[config.mk]
export PLATFORM = sky130hd
export DESIGN_NAME = wbufDirectory
export DESIGN_NICKNAME = d
export VERILOG_FILES = /design/src/hdl/wbuf_pkg.sv /design/src/hdl/wbufDirectory.sv
export VERILOG_INCLUDE_DIRS = /design/src /design/src/include
export SDC_FILE = /design/constraint.sdc
export NUM_CORES = 1
export LEC_CHECK = 0
export BUFFER_PORTS_ARGS = -buffer_cell sky130_fd_sc_hd__buf_2
export CAP_MARGIN = 20
export CORE_AREA = 2 2 197 199
export DETAILED_ROUTE_END_ITERATION = 10
export DIE_AREA = 0 0 199 201
export GPL_ROUTABILITY_DRIVEN = 0
export SYNTH_ARGS = -nofsm -noshare
export SYNTH_HDL_FRONTEND = slang
export SYNTH_SLANG_ARGS = --single-unit
[constraint.sdc]
create_clock -name clk -period 4.6 [get_ports clk]
set_input_delay 0.23 -clock clk [delete_from_list [all_inputs] [get_ports clk]]
set_output_delay 0.23 -clock clk [all_outputs]
set_load 0.02 [all_outputs]
[src/include/wbuf_consts.svh]
`ifndef WBUF_CONSTS_SVH
`define WBUF_CONSTS_SVH

// ---------------------------------------------------------------------------
// Buffer geometry
// ---------------------------------------------------------------------------
`define WBUF_DEPTH   16                                   // Directory entries
`define WBUF_BURST   8                                    // Beats per burst

// Field widths
`define WBUF_DATA_W  64                                   // One beat of write data
`define WBUF_ID_W    4
`define WBUF_USER_W  1

// Derived widths
`define WBUF_IDX_W   ($clog2(`WBUF_DEPTH))                // Entry index
`define WBUF_BEAT_W  ($clog2(`WBUF_BURST))                // Beat position in a burst
`define WBUF_ADDR_W  (`WBUF_IDX_W + `WBUF_BEAT_W)         // Beat store address
`define WBUF_WIN_W   ($clog2(`WBUF_DEPTH + 1))            // Holds 0 up to WBUF_DEPTH

`endif
[src/hdl/wbuf_pkg.sv]
`default_nettype none

`include "wbuf_consts.svh"

package wbuf_pkg;

    // ID and user of one write, matched against the command side
    typedef struct packed {
        logic [`WBUF_ID_W-1:0]   id;
        logic [`WBUF_USER_W-1:0] user;
    } wbufTag_t;

    // One beat from the front end
    typedef struct packed {
        logic [`WBUF_DATA_W-1:0] data;
        wbufTag_t                tag;                     // Same on every beat of a burst
        logic [`WBUF_BURST-1:0]  mask;                    // One bit per beat
        logic                    last;                    // Marks beat WBUF_BURST-1
    } wbufCacheBeat_t;

    // One beat to the PHY
    typedef struct packed {
        logic [`WBUF_DATA_W-1:0] data;
        logic                    mask;                    // Mask bit of this beat
        logic                    last;
    } wbufPhyBeat_t;

    // Index types
    typedef logic [`WBUF_IDX_W-1:0]  wbufIdx_t;           // Directory entry
    typedef logic [`WBUF_BEAT_W-1:0] wbufBeat_t;          // Beat within a burst
    typedef logic [`WBUF_ADDR_W-1:0] wbufAddr_t;          // {entry, beat}

endpackage

`default_nettype wire

[src/hdl/wbufDirectory.sv]
`timescale 1ns/1ns
`default_nettype none

`include "wbuf_consts.svh"

module wbufDirectory (
    input  wire logic                    clk,
    input  wire logic                    rst,
    input  wire logic                    allocStrobe,
    input  wire wbuf_pkg::wbufTag_t      allocTag,
    input  wire logic [`WBUF_BURST-1:0]  allocMask,
    input  wire logic                    issueValid,
    input  wire wbuf_pkg::wbufTag_t      issueTag,
    input  wire logic                    burstStart,
    input  wire logic                    burstEnd,
    output      wbuf_pkg::wbufIdx_t      allocIdx,
    output      logic                    full,
    output      logic                    serveAvail,
    output      wbuf_pkg::wbufIdx_t      serveIdx,
    output      logic [`WBUF_BURST-1:0]  serveMask
);

    // -------------------------------------------------------------------------
    // Entry table
    // -------------------------------------------------------------------------
    logic [`WBUF_DEPTH-1:0]  valid;                       // Entry holds a complete burst
    logic [`WBUF_DEPTH-1:0]  issued;                      // Command side has sent the write
    wbuf_pkg::wbufTag_t      tagMem  [`WBUF_DEPTH];
    logic [`WBUF_BURST-1:0]  maskMem [`WBUF_DEPTH];

    logic [`WBUF_DEPTH-1:0]  validNext;
    logic [`WBUF_DEPTH-1:0]  issuedNext;
    wbuf_pkg::wbufIdx_t      freeIdx;                     // Lowest free entry after this edge
    logic                    issueHit;
    wbuf_pkg::wbufIdx_t      issueIdx;
    logic                    pickHit;
    wbuf_pkg::wbufIdx_t      pickIdx;                     // Lowest issued entry
    logic                    busy;                        // Burst in flight to the PHY
    wbuf_pkg::wbufIdx_t      curIdx;

    // Issue match and serve pick where the lowest index wins
    always_comb begin
        issueHit = 1'b0;
        issueIdx = '0;
        pickHit  = 1'b0;
        pickIdx  = '0;
        for (int i = `WBUF_DEPTH - 1; i >= 0; i--) begin
            if (valid[i] && !issued[i] && tagMem[i] == issueTag) begin
                issueHit = 1'b1;
                issueIdx = wbuf_pkg::wbufIdx_t'(i);
            end
            if (issued[i]) begin
                pickHit = 1'b1;
                pickIdx = wbuf_pkg::wbufIdx_t'(i);
            end
        end
    end

    // Lowest free entry once this cycle's updates are in
    always_comb begin
        freeIdx = '0;
        for (int i = `WBUF_DEPTH - 1; i >= 0; i--) begin
            if (!validNext[i]) freeIdx = wbuf_pkg::wbufIdx_t'(i);
        end
    end

    // Next state of the valid and issued vectors
    always_comb begin
        validNext  = valid;
        issuedNext = issued;
        if (issueValid && issueHit) issuedNext[issueIdx] = 1'b1;
        if (allocStrobe) begin
            validNext[allocIdx]  = 1'b1;
            issuedNext[allocIdx] = 1'b0;
        end
        if (burstEnd) begin                               // Release after the final read
            validNext[serveIdx]  = 1'b0;
            issuedNext[serveIdx] = 1'b0;
        end
    end

    always_ff @(posedge clk or negedge rst) begin
        if (!rst) begin
            valid    <= '0;
            issued   <= '0;
            allocIdx <= '0;
            busy     <= 1'b0;
            curIdx   <= '0;
        end else begin
            valid  <= validNext;
            issued <= issuedNext;
            // Fill pointer moves only once its entry is taken,
            // so all beats of a burst land in one entry
            if (validNext[allocIdx]) allocIdx <= freeIdx;
            if (burstEnd) begin
                busy <= 1'b0;
            end else if (burstStart) begin
                busy   <= 1'b1;                           // Lock the choice for this burst
                curIdx <= serveIdx;
            end
        end
    end

    // Tag and mask written on allocation
    always_ff @(posedge clk) begin
        if (allocStrobe) begin
            tagMem[allocIdx]  <= allocTag;
            maskMem[allocIdx] <= allocMask;
        end
    end

    // -------------------------------------------------------------------------
    // Outputs
    // -------------------------------------------------------------------------
    assign full       = &valid;                           // No free entry
    assign serveIdx   = busy ? curIdx : pickIdx;
    assign serveAvail = busy | pickHit;
    assign serveMask  = maskMem[serveIdx];

endmodule

`default_nettype wire

==> tab_implementation.tex, run 1 <==
\begin{tabular}{lr}
\hline
Metric & Value \\
\hline
\multicolumn{2}{l}{\textbf{Status}} \\
\quad Status & completed \\
\multicolumn{2}{l}{\textbf{STA}} \\
\quad Max Clock Skew & 0.0206 ns \\
\quad Final worst slack & 0.486 ns \\
\quad RSZ-0062 raised after global routing & no \\
\quad Relative slew slack & 33.3\% \\
\quad Number of slew-limit violations in the final report & 0 \\
\quad Count of final setup violators & 0 \\
\quad Final critical path time including I/O delays and setup & 4.11 ns \\
\quad Setup TNS & 0 ns \\
\quad Number of endpoints with negative hold slack in the final report & 0 \\
\quad Achievable Freq & 243 MHz \\
\quad Ratio of final minimum period to clock period & 89.4\% \\
\quad Slew of the pin with the lowest slew margin & 1.00 ns \\
\multicolumn{2}{l}{\textbf{Clock network}} \\
\quad Number of buffers added by the clock tree synthesis step & 25 \\
\quad CTS tree & yes \\
\quad Clock latency on the worst-skew pair & 0.52 ns \\
\quad Number of H-tree levels & 1 \\
\quad Post-CTS Setup Repair Bufs & 0 \\
\quad Number of clock sinks & 249 \\
\quad Clk root buf & clkbuf\_16 \\
\quad Largest buffer count on any clock path & 3 \\
\quad Count of instances resized after the clock tree is built & 0 \\
\quad Post-cts hold buffer count & 3 \\
\quad Clock edge transition at the registers on the reported setup and hold paths & 0.06 ns \\
\multicolumn{2}{l}{\textbf{Power}} \\
\quad Internal power & 4.67 mW \\
\quad Share of total power in the clock network & 26.0\% \\
\quad Leak pwr & 4.57 nW \\
\quad Net Sw Frac & 39.2\% \\
\quad Sequential fraction of design power & 36.5\% \\
\quad Relative contribution of combinational cells to total power & 37.6\% \\
\quad P per Cell Area & 593 nW/um\^{}2 \\
\quad Power spent charging and discharging nets & 3.01 mW \\
\quad Peak supply drop & 0.384 mV \\
\multicolumn{2}{l}{\textbf{Synthesis}} \\
\quad Syn Area/Cell & 12.0 um\^{}2 \\
\quad Multiplexer share of the synthesized area & 0.479\% \\
\quad Most used standard cells in the synthesized netlist & edfxtp\_1, nand2\_1, nand3\_1, nor2\_1, xor2\_1 \\
\quad Post-synthesis compound-gate area fraction & 8.19\% \\
\quad Top post-synthesis cells by area & edfxtp\_1, dfrtp\_1, nand2\_1, xor2\_1, nand3\_1 \\
\quad Proportion of synthesized chip area in sequential cells & 64.8\% \\
\quad Dominant cell type by area after synthesis & edfxtp\_1 \\
\quad Yosys reg bits & 249 \\
\quad Fraction of the mapped netlist area in adder cells & 0\% \\
\quad Share of the synthesized area in the top cell type & 55.6\% \\
\quad Syn nets & 960 \\
\quad Simple-gate portion of the synthesized area & 17.8\% \\
\quad Area share of xor/xnor cells in the synthesized design & 6.24\% \\
\quad Total of warnings raised by yosys & 0 \\
\quad Most instantiated library cell after synthesis & edfxtp\_1 \\
\quad Dominant combinational cell family by area after synthesis & simple AND/OR/NAND/NOR gates \\
\quad Ys async rst share & 16.5\% \\
\quad Synthesized instance count & 936 \\
\quad Netlist Area Pre-Place & 11200 um\^{}2 \\
\quad Number of enable flip-flop cells after synthesis & 208 \\
\quad Main flop type after synthesis & edfxtp\_1 \\
\quad Count of different cell masters after synthesis & 63 \\
\multicolumn{2}{l}{\textbf{Global route}} \\
\quad Pin count of the biggest net entering global routing & 42 \\
\quad Number of antenna violations at the first check in global routing & 0 \\
\quad Tot GR Track Use & 15.2\% \\
\quad Number of global-route vias before repair & 7575 \\
\quad Global-route wire length before repair & 46.5 mm \\
\quad Overflow left after global routing & 0 \\
\multicolumn{2}{l}{\textbf{Place}} \\
\quad Estimated wirelength of the detail-placed design & 19.6 mm \\
\quad Count of port buffers added during placement & 41 \\
\quad Worst setup slack after placement & 0.666 ns \\
\quad Area post-placement & 12100 um\^{}2 \\
\multicolumn{2}{l}{\textbf{Setup path}} \\
\quad Req. time, crit path & 4.37 ns \\
\quad Highest-delay cell along the critical path & clkinv\_1 \\
\quad Maximum single-stage delay on the critical path & 0.62 ns \\
\quad Classification of the worst setup path & flop to primary output \\
\quad CP startpoint kind & flop \\
\quad Arrival time at the worst endpoint & 3.88 ns \\
\quad Cells traversed along the worst timing path & nor2\_1, a221oi\_1, o41ai\_1, and2\_2, clkinv\_1, buf\_4, nand3\_1, and3\_1, a31oi\_1, a21oi\_1, buf\_2 \\
\quad Length in cells of the worst reg-to-reg path & 11 \\
\quad Element type at the critical path end & primary output \\
\quad Worst-path maximum fanout & 21 \\
\multicolumn{2}{l}{\textbf{Die}} \\
\quad Full die area & 40000 um\^{}2 \\
\quad Height of the die & 201 um \\
\quad X dimension of the die & 199 um \\
\quad Starting utilization of the core area & 29.5\% \\
\quad Area of the core & 38100 um\^{}2 \\
\quad Boundary Pins & 42 \\
\quad Core Rows & 72 \\
\multicolumn{2}{l}{\textbf{Final layout}} \\
\quad Number of filler cells placed in the layout & 3720 \\
\quad Proportion of layout cells with a drive suffix above 1 & 13.2\% \\
\quad Antenna Diode Count & 0 \\
\quad Final Instance Area & 13000 um\^{}2 \\
\quad Nets@finish & 1010 \\
\quad Utilization of the core after routing & 34.0\% \\
\quad Synth-to-layout area growth & 15.3\% \\
\multicolumn{2}{l}{\textbf{Job}} \\
\quad Max-capacitance violation count & 0 \\
\multicolumn{2}{l}{\textbf{Detailed routing}} \\
\quad Remaining routing DRC violations & 0 \\
\quad Avg WL per Cell & 20.2 um \\
\quad Remaining number of nets flagged by the antenna check after routing & 0 \\
\quad Number of vias per cell & 5.12 \\
\quad Routed WL & 30.8 mm \\
\quad Count of routing violations after the opening detailed-route iteration & 876 \\
\quad Drt first pass iters & 6 \\
\quad Total number of vias & 7791 \\
\multicolumn{2}{l}{\textbf{Worst hold path}} \\
\quad Cells on Worst Hold Path & 1 \\
\quad Path category of the worst min-delay check & input port to flop \\
\hline
\end{tabular}
per-layer routing:
layer  GRT usage [%]  part of all wire [%]  routed length, um  vias to the layer above
met1            20.4                    42              12800                     3817
met4            6.10                   4.2               1300                        0
met3            1.61                   6.3               1930                       84
li1                -                     -                  -                     3562
met2            25.2                    48              14800                      328
met5               0                     0                  0                        -
sequential cells by signal, summed over array words and instances, names as in the netlist:
| name | flops |
|---|---|
| valid | 16 |
| curIdx | 4 |
| maskMem | 128 |
| tagMem | 80 |
| allocIdx | 4 |
| issued | 16 |
| busy | 1 |
layout make-up:
| class | instances | area (um^2) | share of cell area [%] |
|---|---|---|---|
| Clock buffer | 33 | 676 | 5.22 |
| Inverter | 19 | 73.8 | 0.570 |
| Sequential cell | 249 | 7270 | 56.1 |
| Clock inverter | 12 | 126 | 0.976 |
| Multi-Input combinational cell | 618 | 3700 | 28.6 |
| Tap cell | 518 | 648 | 5.00 |
| Timing Repair Buffer | 73 | 453 | 3.50 |
through the flow:
| stage | instances | power [mW] | hold slack [ns] |
|---|---|---|---|
| 6_report | 1522 | 7.68 | 0.0790 |
| 5_1_grt | 1522 | 8.08 | 0.0872 |
| 4_1_cts | 1522 | 7.72 | 0.0603 |
| 3_5_place_dp | 1474 | 5.73 | 0.442 |
| 3_3_place_gp | 1474 | 5.71 | 0.449 |
| 2_1_floorplan | 936 | 4.76 | -0.0656 |
power by group through the flow:
stage | clock [mW] | sequential [mW] | combinational (mW)
floorplan | 0 | 2.76 | 2.00
global placement | 0 | 2.84 | 2.87
detailed placement | 0 | 2.84 | 2.89
CTS | 2.03 | 2.80 | 2.90
global route | 2.12 | 2.82 | 3.15
finish | 1.99 | 2.80 | 2.88
logic make-up (layout without fill, tap and decap cells):
family,after synthesis,in the layout
and+or+nand+nor,404,404
DFF,249,249
AOI/OAI and AO/OA,129,129
xor gates and xnor gates,80,80
buffers and inverters,69,137
muxes,5,5
critical path: cells and delay by family (launching register included):
family,cells,cell delay [ns]
compound gates,4,0.78
buf+inv,3,1.24
flops,1,0.45
simple gates,4,0.88
cells in the final DEF, fill, tap and decap left out, types with 11 or more instances in the layout:
cell         n
edfxtp_1   208
nand2_1    163
nand3_1     71
xor2_1      49
nor2_1      48
dfrtp_1     41
buf_2       41
a31oi_1     33
xnor2_1     31
buf_4       29
clkbuf_16   25
a21oi_1     20
and3_1      20
o21ai_0     18
inv_1       16
nand4_1     16
nor4_1      15
a311oi_1    11
worst paths after layout:
kind | from | endpoint | slack (ns)
worst max-delay path | issued[11]$_DFF_PN0_ | serveMask[2] | 0.49
worst min-delay path | allocMask[0] | maskMem[0][0]$_DFFE_PP_ | 0.08
worst max register to register | issued[12]$_DFF_PN0_ | allocIdx[1]$_DFFE_PN0P_ | 0.66
worst min register to register | curIdx[1]$_DFFE_PN0P_ | curIdx[1]$_DFFE_PN0P_ | 0.50
max in group asynchronous | rst | curIdx[3]$_DFFE_PN0P_ | 3.55
min in group asynchronous | rst | issued[10]$_DFF_PN0_ | 0.43
No activity file was read; power rests on OpenSTA's default activity.
==> run 2: changes to the inputs <==
- ABC_AREA: default -> 1
- CORE_AREA: 2 2 197 199 -> 2 2 193 195
- DIE_AREA: 0 0 199 201 -> 0 0 195 197
- REMOVE_ABC_BUFFERS: default -> 1
==> tab_implementation.tex, run 2 <==
\begin{tabular}{lr}
\hline
Metric & Value \\
\hline
\multicolumn{2}{l}{\textbf{Place}} \\
\quad Estimated wirelength of the detail-placed design & 18.9 mm (-3.3\%) \\
\quad Area post-placement & 11600 um\^{}2 (-4.3\%) \\
\quad Count of port buffers added during placement & 41 (unchanged) \\
\multicolumn{2}{l}{\textbf{Clock network}} \\
\quad Count of instances resized after the clock tree is built & 0 (unchanged) \\
\quad Number of buffers added by the clock tree synthesis step & 26 (+4.0\%) \\
\quad Largest buffer count on any clock path & 3 (unchanged) \\
\quad Clock latency on the worst-skew pair & 0.53 ns (about the same) \\
\quad Number of clock sinks & 249 (unchanged) \\
\quad Clock edge transition at the registers on the reported setup and hold paths & 0.06 ns (about the same) \\
\quad Clk root buf & clkbuf\_16 \\
\quad CTS tree & yes \\
\quad Number of H-tree levels & 1 (unchanged) \\
\multicolumn{2}{l}{\textbf{Detailed routing}} \\
\quad Routed WL & 29.1 mm (-5.6\%) \\
\quad Remaining number of nets flagged by the antenna check after routing & 0 (unchanged) \\
\quad Remaining routing DRC violations & 0 (unchanged) \\
\quad Total number of vias & 7338 (-5.8\%) \\
\quad Drt first pass iters & 5 (-1) \\
\quad Count of routing violations after the opening detailed-route iteration & 662 (-24\%) \\
\quad Number of vias per cell & 5.05 (-1.3\%) \\
\quad Avg WL per Cell & 20.0 um (-1.2\%) \\
\multicolumn{2}{l}{\textbf{Die}} \\
\quad Height of the die & 197 um (-2.0\%) \\
\quad Core Rows & 70 (-2.8\%) \\
\quad Full die area & 38400 um\^{}2 (-4.0\%) \\
\quad Area of the core & 36300 um\^{}2 (-4.8\%) \\
\quad Starting utilization of the core area & 29.7\% (+0.28 points) \\
\quad Boundary Pins & 42 (unchanged) \\
\quad X dimension of the die & 195 um (-2.0\%) \\
\multicolumn{2}{l}{\textbf{STA}} \\
\quad Max Clock Skew & 0.00949 ns (-0.0111 ns) \\
\quad RSZ-0062 raised after global routing & no \\
\quad Number of endpoints with negative hold slack in the final report & 0 (unchanged) \\
\quad Relative slew slack & 32.9\% (-0.48 points) \\
\quad Achievable Freq & 259 MHz (+6.4\%) \\
\quad Count of final setup violators & 0 (unchanged) \\
\quad Setup TNS & 0 ns (unchanged) \\
\quad Final critical path time including I/O delays and setup & 3.86 ns (-0.249 ns) \\
\quad Slew of the pin with the lowest slew margin & 1.00 ns (+0.00476 ns) \\
\quad Ratio of final minimum period to clock period & 84.0\% (-5.4 points) \\
\quad Number of slew-limit violations in the final report & 0 (unchanged) \\
\multicolumn{2}{l}{\textbf{Power}} \\
\quad Net Sw Frac & 40.8\% (+1.6 points) \\
\quad Sequential fraction of design power & 35.9\% (-0.6 points) \\
\quad Power spent charging and discharging nets & 3.27 mW (+8.7\%) \\
\quad Relative contribution of combinational cells to total power & 40.4\% (+2.8 points) \\
\quad Share of total power in the clock network & 23.7\% (-2.3 points) \\
\quad P per Cell Area & 647 nW/um\^{}2 (+9.3\%) \\
\quad Internal power & 4.75 mW (+1.8\%) \\
\quad Peak supply drop & 0.546 mV (+42\%) \\
\quad Leak pwr & 4.69 nW (+2.6\%) \\
\multicolumn{2}{l}{\textbf{Worst hold path}} \\
\quad Cells on Worst Hold Path & 3 (+2) \\
\quad Path category of the worst min-delay check & input port to flop \\
\quad Endpoint of the worst hold-timing path & issued[13]\$\_DFF\_PN0\_ \\
\quad Launch instance of the worst min-delay path & issueValid \\
\multicolumn{2}{l}{\textbf{Global route}} \\
\quad Number of antenna violations at the first check in global routing & 0 (unchanged) \\
\quad Pin count of the biggest net entering global routing & 42 (unchanged) \\
\quad Tot GR Track Use & 15.1\% (-0.16 points) \\
\quad Number of global-route vias before repair & 7372 (-2.7\%) \\
\quad Global-route wire length before repair & 44.2 mm (-4.8\%) \\
\quad Overflow left after global routing & 0 (unchanged) \\
\multicolumn{2}{l}{\textbf{Setup path}} \\
\quad Classification of the worst setup path & flop to primary output \\
\quad Arrival time at the worst endpoint & 3.63 ns (-0.25 ns) \\
\quad Worst-path maximum fanout & 35 (+67\%) \\
\quad CP startpoint kind & flop \\
\quad Req. time, crit path & 4.37 ns (about the same) \\
\quad Startpoint of the worst-slack reg-to-reg timing path & issued[12]\$\_DFF\_PN0\_ \\
\quad Flop-to-flop setup slack & 1.16 ns (+0.50 ns) \\
\quad Worst reg2reg path endpoint & allocIdx[0]\$\_DFFE\_PN0P\_ \\
\quad Element type at the critical path end & primary output \\
\quad Length in cells of the worst reg-to-reg path & 22 (+11) \\
\quad Cells traversed along the worst timing path & inv\_1, nand3\_1, nand3\_1, nand3\_1, nand3\_1, nand3\_1, nand2\_1, nand2\_1, nand2\_4, inv\_2, nor2\_4, a22oi\_1, a21boi\_0, a2111o\_1, buf\_2 \\
\quad Maximum single-stage delay on the critical path & 0.77 ns (+0.15 ns) \\
\quad Highest-delay cell along the critical path & nor2\_4 \\
\quad Most prevalent standard cell on the critical path & nand3\_1 \\
\multicolumn{2}{l}{\textbf{Final layout}} \\
\quad Number of flip-flops under the largest register name & 128 (unchanged) \\
\quad Number of filler cells placed in the layout & 3610 (-3.0\%) \\
\quad Area used by sequential logic in the layout & 7270 um\^{}2 (unchanged) \\
\quad Top flop regs & maskMem: 128 flops, tagMem: 80 flops \\
\quad Final Instance Area & 12400 um\^{}2 (-4.3\%) \\
\quad Proportion of layout cells with a drive suffix above 1 & 13.7\% (+0.46 points) \\
\quad Nets@finish & 991 (-1.9\%) \\
\quad Synth-to-layout area growth & 14.9\% \\
\quad Commonest cells after routing, fill and taps aside & edfxtp\_1, nand2\_1, inv\_1 \\
\quad Antenna Diode Count & 0 (unchanged) \\
\quad Most common cell after layout, fill and taps aside & edfxtp\_1 \\
\quad Biggest register & maskMem \\
\quad Area of combinational cells with multiple inputs & 2990 um\^{}2 (-19\%) \\
\multicolumn{2}{l}{\textbf{Synthesis}} \\
\quad Most used standard cells in the synthesized netlist & edfxtp\_1, nand2\_1, inv\_1, a22oi\_1, nor2\_1 \\
\quad Main flop type after synthesis & edfxtp\_1 \\
\quad Proportion of synthesized chip area in sequential cells & 67.4\% (+2.7 points) \\
\quad Most instantiated library cell after synthesis & edfxtp\_1 \\
\quad Syn Area/Cell & 12.0 um\^{}2 (-0.33\%) \\
\quad Count of different cell masters after synthesis & 47 (-25\%) \\
\quad Number of enable flip-flop cells after synthesis & 208 (unchanged) \\
\quad Ys async rst share & 16.5\% (unchanged) \\
\quad Synthesized instance count & 902 (-3.6\%) \\
\quad Dominant cell type by area after synthesis & edfxtp\_1 \\
\quad Yosys reg bits & 249 (unchanged) \\
\quad Netlist Area Pre-Place & 10800 um\^{}2 (-4.0\%) \\
\quad Top post-synthesis cells by area & edfxtp\_1, dfrtp\_1, nand2\_1, a22oi\_1, inv\_1 \\
\quad Total of warnings raised by yosys & 0 (unchanged) \\
\quad Share of the synthesized area in the top cell type & 57.9\% (+2.3 points) \\
\multicolumn{2}{l}{\textbf{Status}} \\
\quad Status & completed \\
\multicolumn{2}{l}{\textbf{Job}} \\
\quad Max-capacitance violation count & 0 (unchanged) \\
\hline
\end{tabular}
[run 2: changes by cell type after synthesis, sizes merged, moves of 32 or more]
cell / before / now
a22oi: 0 / 64
a31oi: 34 / 2
inv: 19 / 112
nand3: 71 / 27
o22ai: 0 / 33
xor2: 49 / 13
[run 2: how the worst max path moves through the flow]
stage,slack [ns],endpoint,start
final,0.74,serveMask[0],issued[12]$_DFF_PN0_
after global routing,0.45,serveMask[3],issued[13]$_DFF_PN0_
after CTS,0.75,serveMask[0],issued[13]$_DFF_PN0_
after detailed placement,1.22,allocIdx[0]$_DFFE_PN0P_,issued[13]$_DFF_PN0_
after global placement,1.21,allocIdx[0]$_DFFE_PN0P_,issued[12]$_DFF_PN0_
after floorplan,1.96,allocIdx[0]$_DFFE_PN0P_,allocIdx[0]$_DFFE_PN0P_
[run 2: critical path: cells and delay by family, from the launching register on]
family	cells	cell delay [ns]
AO/OA/AOI/OAI	3	0.66
buffers and inverters	3	0.41
flip-flops	1	0.43
AND/OR/NAND/NOR	9	1.57
[run 2: metal layers]
layer  share of wire (%)  wire length [um]  track usage (%)
met1                  42             12200             19.3
met2                  48             13900             25.0
met3                 5.5              1600             2.65
met4                 4.7              1380             6.90
met5                   0                 0                0
[run 2: layout make-up]
type / instances / share of cell area [%]
clock buffer: 28 / 5.48
clock inverter: 18 / 0.687
inverter: 113 / 3.46
multi-input combinational: 517 / 24.1
sequential: 249 / 58.7
tap: 468 / 4.72
timing repair buffer: 60 / 2.87
[run 2: kinds of logic (layout without fill, tap and decap cells)]
family	after synthesis	count (layout)	share of synthesized area, %
flip-flops	249	249	67.4
buffers and inverters	136	219	4.89
AO/OA/AOI/OAI	218	218	14.3
XOR/XNOR	18	18	1.46
AND/OR/NAND/NOR	281	281	11.9
[run 2: timing repair]
action                                 4_1_cts  5_1_grt
endpoints found under the hold margin       42        0
buffers inserted                             0        0
setup endpoints to repair                    0        0
hold buffers                                 3        0
[run 2: metrics by stage]
step                power (mW)  utilization, %  setup slack, ns  hold WS [ns]  instances
global route              8.48            34.2            0.451        0.0302       1453
finish                    8.02            34.2            0.735        0.0361       1453
global placement          6.14            32.0             1.21         0.422       1404
floorplan                 5.03               -             1.96       -0.0656        879
detailed placement        6.17            32.0             1.22         0.427       1404
CTS                       8.08            34.2            0.754        0.0147       1453
[run 2: power by group through the flow]
stage / sequential [mW] / clock, mW / combinational, mW
floorplan: 2.87 / 0 / 2.16
global placement: 2.92 / 0 / 3.22
detailed placement: 2.92 / 0 / 3.25
CTS: 2.88 / 1.94 / 3.27
global route: 2.90 / 2.02 / 3.56
finish: 2.88 / 1.90 / 3.24
==> run 3: changes to the inputs <==
- clock period: 4.6 -> 3.4 ns (I/O delays scaled with it)
==> tab_implementation.tex, run 3 (synthesis results as in run 2) <==
\begin{tabular}{lr}
\hline
Metric & Value \\
\hline
\multicolumn{2}{l}{\textbf{Status}} \\
\quad Status & completed \\
\multicolumn{2}{l}{\textbf{Global route}} \\
\quad Routing usage on met3 & 2.77\% (+0.12 points) \\
\quad Pin count of the biggest net entering global routing & 42 (unchanged) \\
\quad Global-route wire length before repair & 45.4 mm (+2.6\%) \\
\quad Top Usage Layer GRT & met2 \\
\quad Number of antenna violations at the first check in global routing & 0 (unchanged) \\
\quad Fraction of met2 tracks used by global routing & 26.6\% (+1.5 points) \\
\quad Overflow left after global routing & 0 (unchanged) \\
\quad Tot GR Track Use & 15.6\% (+0.49 points) \\
\quad Fraction of met1 tracks used by global routing & 19.6\% (+0.33 points) \\
\quad Number of global-route vias before repair & 7606 (+3.2\%) \\
\multicolumn{2}{l}{\textbf{Final layout}} \\
\quad Proportion of layout cells with a drive suffix above 1 & 20.4\% (+6.7 points) \\
\quad Nets@finish & 1032 (+4.1\%) \\
\quad Number of flip-flops under the largest register name & 128 (unchanged) \\
\quad Utilization of the core after routing & 35.9\% (+1.7 points) \\
\quad Top flop regs & maskMem: 128 flops, tagMem: 80 flops \\
\quad Most common cell after layout, fill and taps aside & edfxtp\_1 \\
\quad Antenna Diode Count & 0 (unchanged) \\
\quad Area used by sequential logic in the layout & 7270 um\^{}2 (unchanged) \\
\quad Commonest cells after routing, fill and taps aside & edfxtp\_1, nand2\_1, inv\_1 \\
\quad Synth-to-layout area growth & 20.8\% \\
\quad Biggest register & maskMem \\
\quad Number of filler cells placed in the layout & 3568 (-1.2\%) \\
\quad Area of combinational cells with multiple inputs & 3180 um\^{}2 (+6.6\%) \\
\quad Final cell count without fillers & 1494 (+2.8\%) \\
\quad Final Instance Area & 13000 um\^{}2 (+5.1\%) \\
\multicolumn{2}{l}{\textbf{Clock network}} \\
\quad Clock latency on the worst-skew pair & 0.54 ns (about the same) \\
\quad Number of H-tree levels & 1 (unchanged) \\
\quad Number of clock sinks & 249 (unchanged) \\
\quad Number of buffers added by the clock tree synthesis step & 26 (unchanged) \\
\quad Largest buffer count on any clock path & 3 (unchanged) \\
\quad CTS tree & yes \\
\quad Clock edge transition at the registers on the reported setup and hold paths & 0.06 ns (about the same) \\
\quad Clk root buf & clkbuf\_16 \\
\multicolumn{2}{l}{\textbf{STA}} \\
\quad RSZ-0062 raised after global routing & yes \\
\quad Slew of the pin with the lowest slew margin & 0.786 ns (-0.219 ns) \\
\quad Count of final setup violators & 0 (unchanged) \\
\quad Number of slew-limit violations in the final report & 0 (unchanged) \\
\quad Achievable Freq & 300 MHz \\
\quad Worst-case hold slack & 0.0112 ns (-0.0249 ns) \\
\quad Number of endpoints with negative hold slack in the final report & 0 (unchanged) \\
\quad Final critical path time including I/O delays and setup & 3.33 ns \\
\quad Relative slew slack & 46.3\% (+13 points) \\
\quad Ratio of final minimum period to clock period & 97.9\% \\
\quad Max Clock Skew & 0.0110 ns (+0.00153 ns) \\
\quad Setup TNS & 0 ns (unchanged) \\
\multicolumn{2}{l}{\textbf{Setup path}} \\
\quad Flop-to-flop setup slack & 0.24 ns (-0.92 ns) \\
\quad Startpoint of the worst-slack reg-to-reg timing path & issued[14]\$\_DFF\_PN0\_ \\
\quad Launch point of the critical path & issued[14]\$\_DFF\_PN0\_ \\
\quad Worst-path maximum fanout & 35 (unchanged) \\
\quad Classification of the worst setup path & flop to primary output \\
\quad Arrival time at the worst endpoint & 3.16 ns (-0.47 ns) \\
\quad Worst reg2reg path endpoint & allocIdx[0]\$\_DFFE\_PN0P\_ \\
\quad CP Capture Point & serveMask[3] \\
\quad Length in cells of the worst reg-to-reg path & 32 (+45\%) \\
\quad CP startpoint kind & flop \\
\quad Element type at the critical path end & primary output \\
\quad Req. time, crit path & 3.23 ns (-1.14 ns) \\
\multicolumn{2}{l}{\textbf{Detailed routing}} \\
\quad Avg WL per Cell & 20.5 um (+2.5\%) \\
\quad Total number of vias & 7640 (+4.1\%) \\
\quad Routed WL & 30.6 mm (+5.4\%) \\
\quad Number of vias per cell & 5.11 (+1.3\%) \\
\quad Count of routing violations after the opening detailed-route iteration & 650 (-1.8\%) \\
\quad Remaining number of nets flagged by the antenna check after routing & 0 (unchanged) \\
\quad Drt first pass iters & 5 (unchanged) \\
\quad Remaining routing DRC violations & 0 (unchanged) \\
\multicolumn{2}{l}{\textbf{Place}} \\
\quad Estimated wirelength of the detail-placed design & 19.7 mm (+3.9\%) \\
\quad Area post-placement & 11800 um\^{}2 (+1.3\%) \\
\quad Cells after DPL & 1418 (+1.0\%) \\
\quad Count of port buffers added during placement & 41 (unchanged) \\
\multicolumn{2}{l}{\textbf{Worst hold path}} \\
\quad Launch instance of the worst min-delay path & allocMask[6] \\
\quad Path category of the worst min-delay check & input port to flop \\
\multicolumn{2}{l}{\textbf{Die}} \\
\quad X dimension of the die & 195 um (unchanged) \\
\quad Area of the core & 36300 um\^{}2 (unchanged) \\
\quad Full die area & 38400 um\^{}2 (unchanged) \\
\quad Starting utilization of the core area & 29.7\% (unchanged) \\
\quad Core Rows & 70 (unchanged) \\
\quad Height of the die & 197 um (unchanged) \\
\quad Boundary Pins & 42 (unchanged) \\
\multicolumn{2}{l}{\textbf{Power}} \\
\quad Leak pwr & 4.95 nW (+5.5\%) \\
\quad P per Cell Area & 926 nW/um\^{}2 (+43\%) \\
\quad Peak supply drop & 0.559 mV (+2.3\%) \\
\multicolumn{2}{l}{\textbf{Job}} \\
\quad Max-capacitance violation count & 0 (unchanged) \\
\hline
\end{tabular}
==> run 3: changes by cell type in the layout (fill, tap and decap cells not counted), sizes merged <==
cell,before,now
buf,57,92
clkbuf,28,31
dlygate4sd3,3,6
clkinv,18,16
nor2,65,67
clkinvlp,1,0
inv,112,113
==> run 3: worst min path at each step <==
| stage | endpoint | slack [ns] | cells past startpoint |
|---|---|---|---|
| after floorplan | allocIdx[0]$_DFFE_PN0P_ | -0.13 | 0 |
| after global placement | busy$_DFFE_PN0P_ | 0.35 | 2 |
| after detailed placement | busy$_DFFE_PN0P_ | 0.35 | 2 |
| after CTS | maskMem[2][5]$_DFFE_PP_ | 0.0008 | 1 |
| after global routing | maskMem[6][5]$_DFFE_PP_ | 0.01 | 1 |
| final | maskMem[15][6]$_DFFE_PP_ | 0.01 | 1 |
==> run 3: metal layers <==
metal / up-vias / wire, um
met4: 0 / 1350
met5: - / 0
met3: 75 / 1890
li1: 3513 / -
met2: 277 / 14800
met1: 3775 / 12600
==> run 3: where the power goes <==
| group | total (mW) | internal (mW) | switching [mW] |
|---|---|---|---|
| logic | 5.61 | 2.10 | 3.51 |
| registers | 3.89 | 3.67 | 0.219 |
| clock network | 2.57 | 1.40 | 1.17 |
| total | 12.1 | 7.17 | 4.89 |
==> run 3: metrics by stage <==
step	setup WS, ns	power, mW
floorplan	0.760	6.80
global placement	0.394	8.55
detailed placement	0.376	8.57
CTS	0.00632	11.5
global route	-0.130	12.7
finish	0.0715	12.1
==> run 3: timing repair <==
item,in CTS,in global routing
buffers inserted,14,6
gates cloned,1,2
gates resized for setup,4,47
setup endpoints to repair,8,12
hold endpoints to repair,56,3
pin swaps,6,8
hold buffers,5,1
==> run 3: critical path, cell delays in order (launching register included) <==
cell and delay, ns:
dfrtp_1 0.39, inv_2 0.08, nand2_1 0.06, nand2_1 0.06, nand2_1 0.05, nand2_1 0.05, nand2_1 0.04, nand2_1 0.06
nand2_1 0.07, nand2_1 0.06, nand2_1 0.04, nand2_1 0.05, nand2_1 0.05, nand2_1 0.05, nand2_1 0.05, nand2_2 0.09
nand2_4 0.09, nand2_8 0.13, nor2_4 0.05, buf_12 0.17, a22oi_1 0.23, a21oi_2 0.10, a2111o_1 0.40, buf_2 0.17
==> run 3: final cells by class <==
class / instances / area share [%]
repair buffers: 99 / 6.03
well taps: 468 / 4.49
multi-input cells: 519 / 24.4
clock inverters: 16 / 0.692
inverters: 113 / 3.41
flip-flops and latches: 249 / 55.8
clock buffers: 30 / 5.11
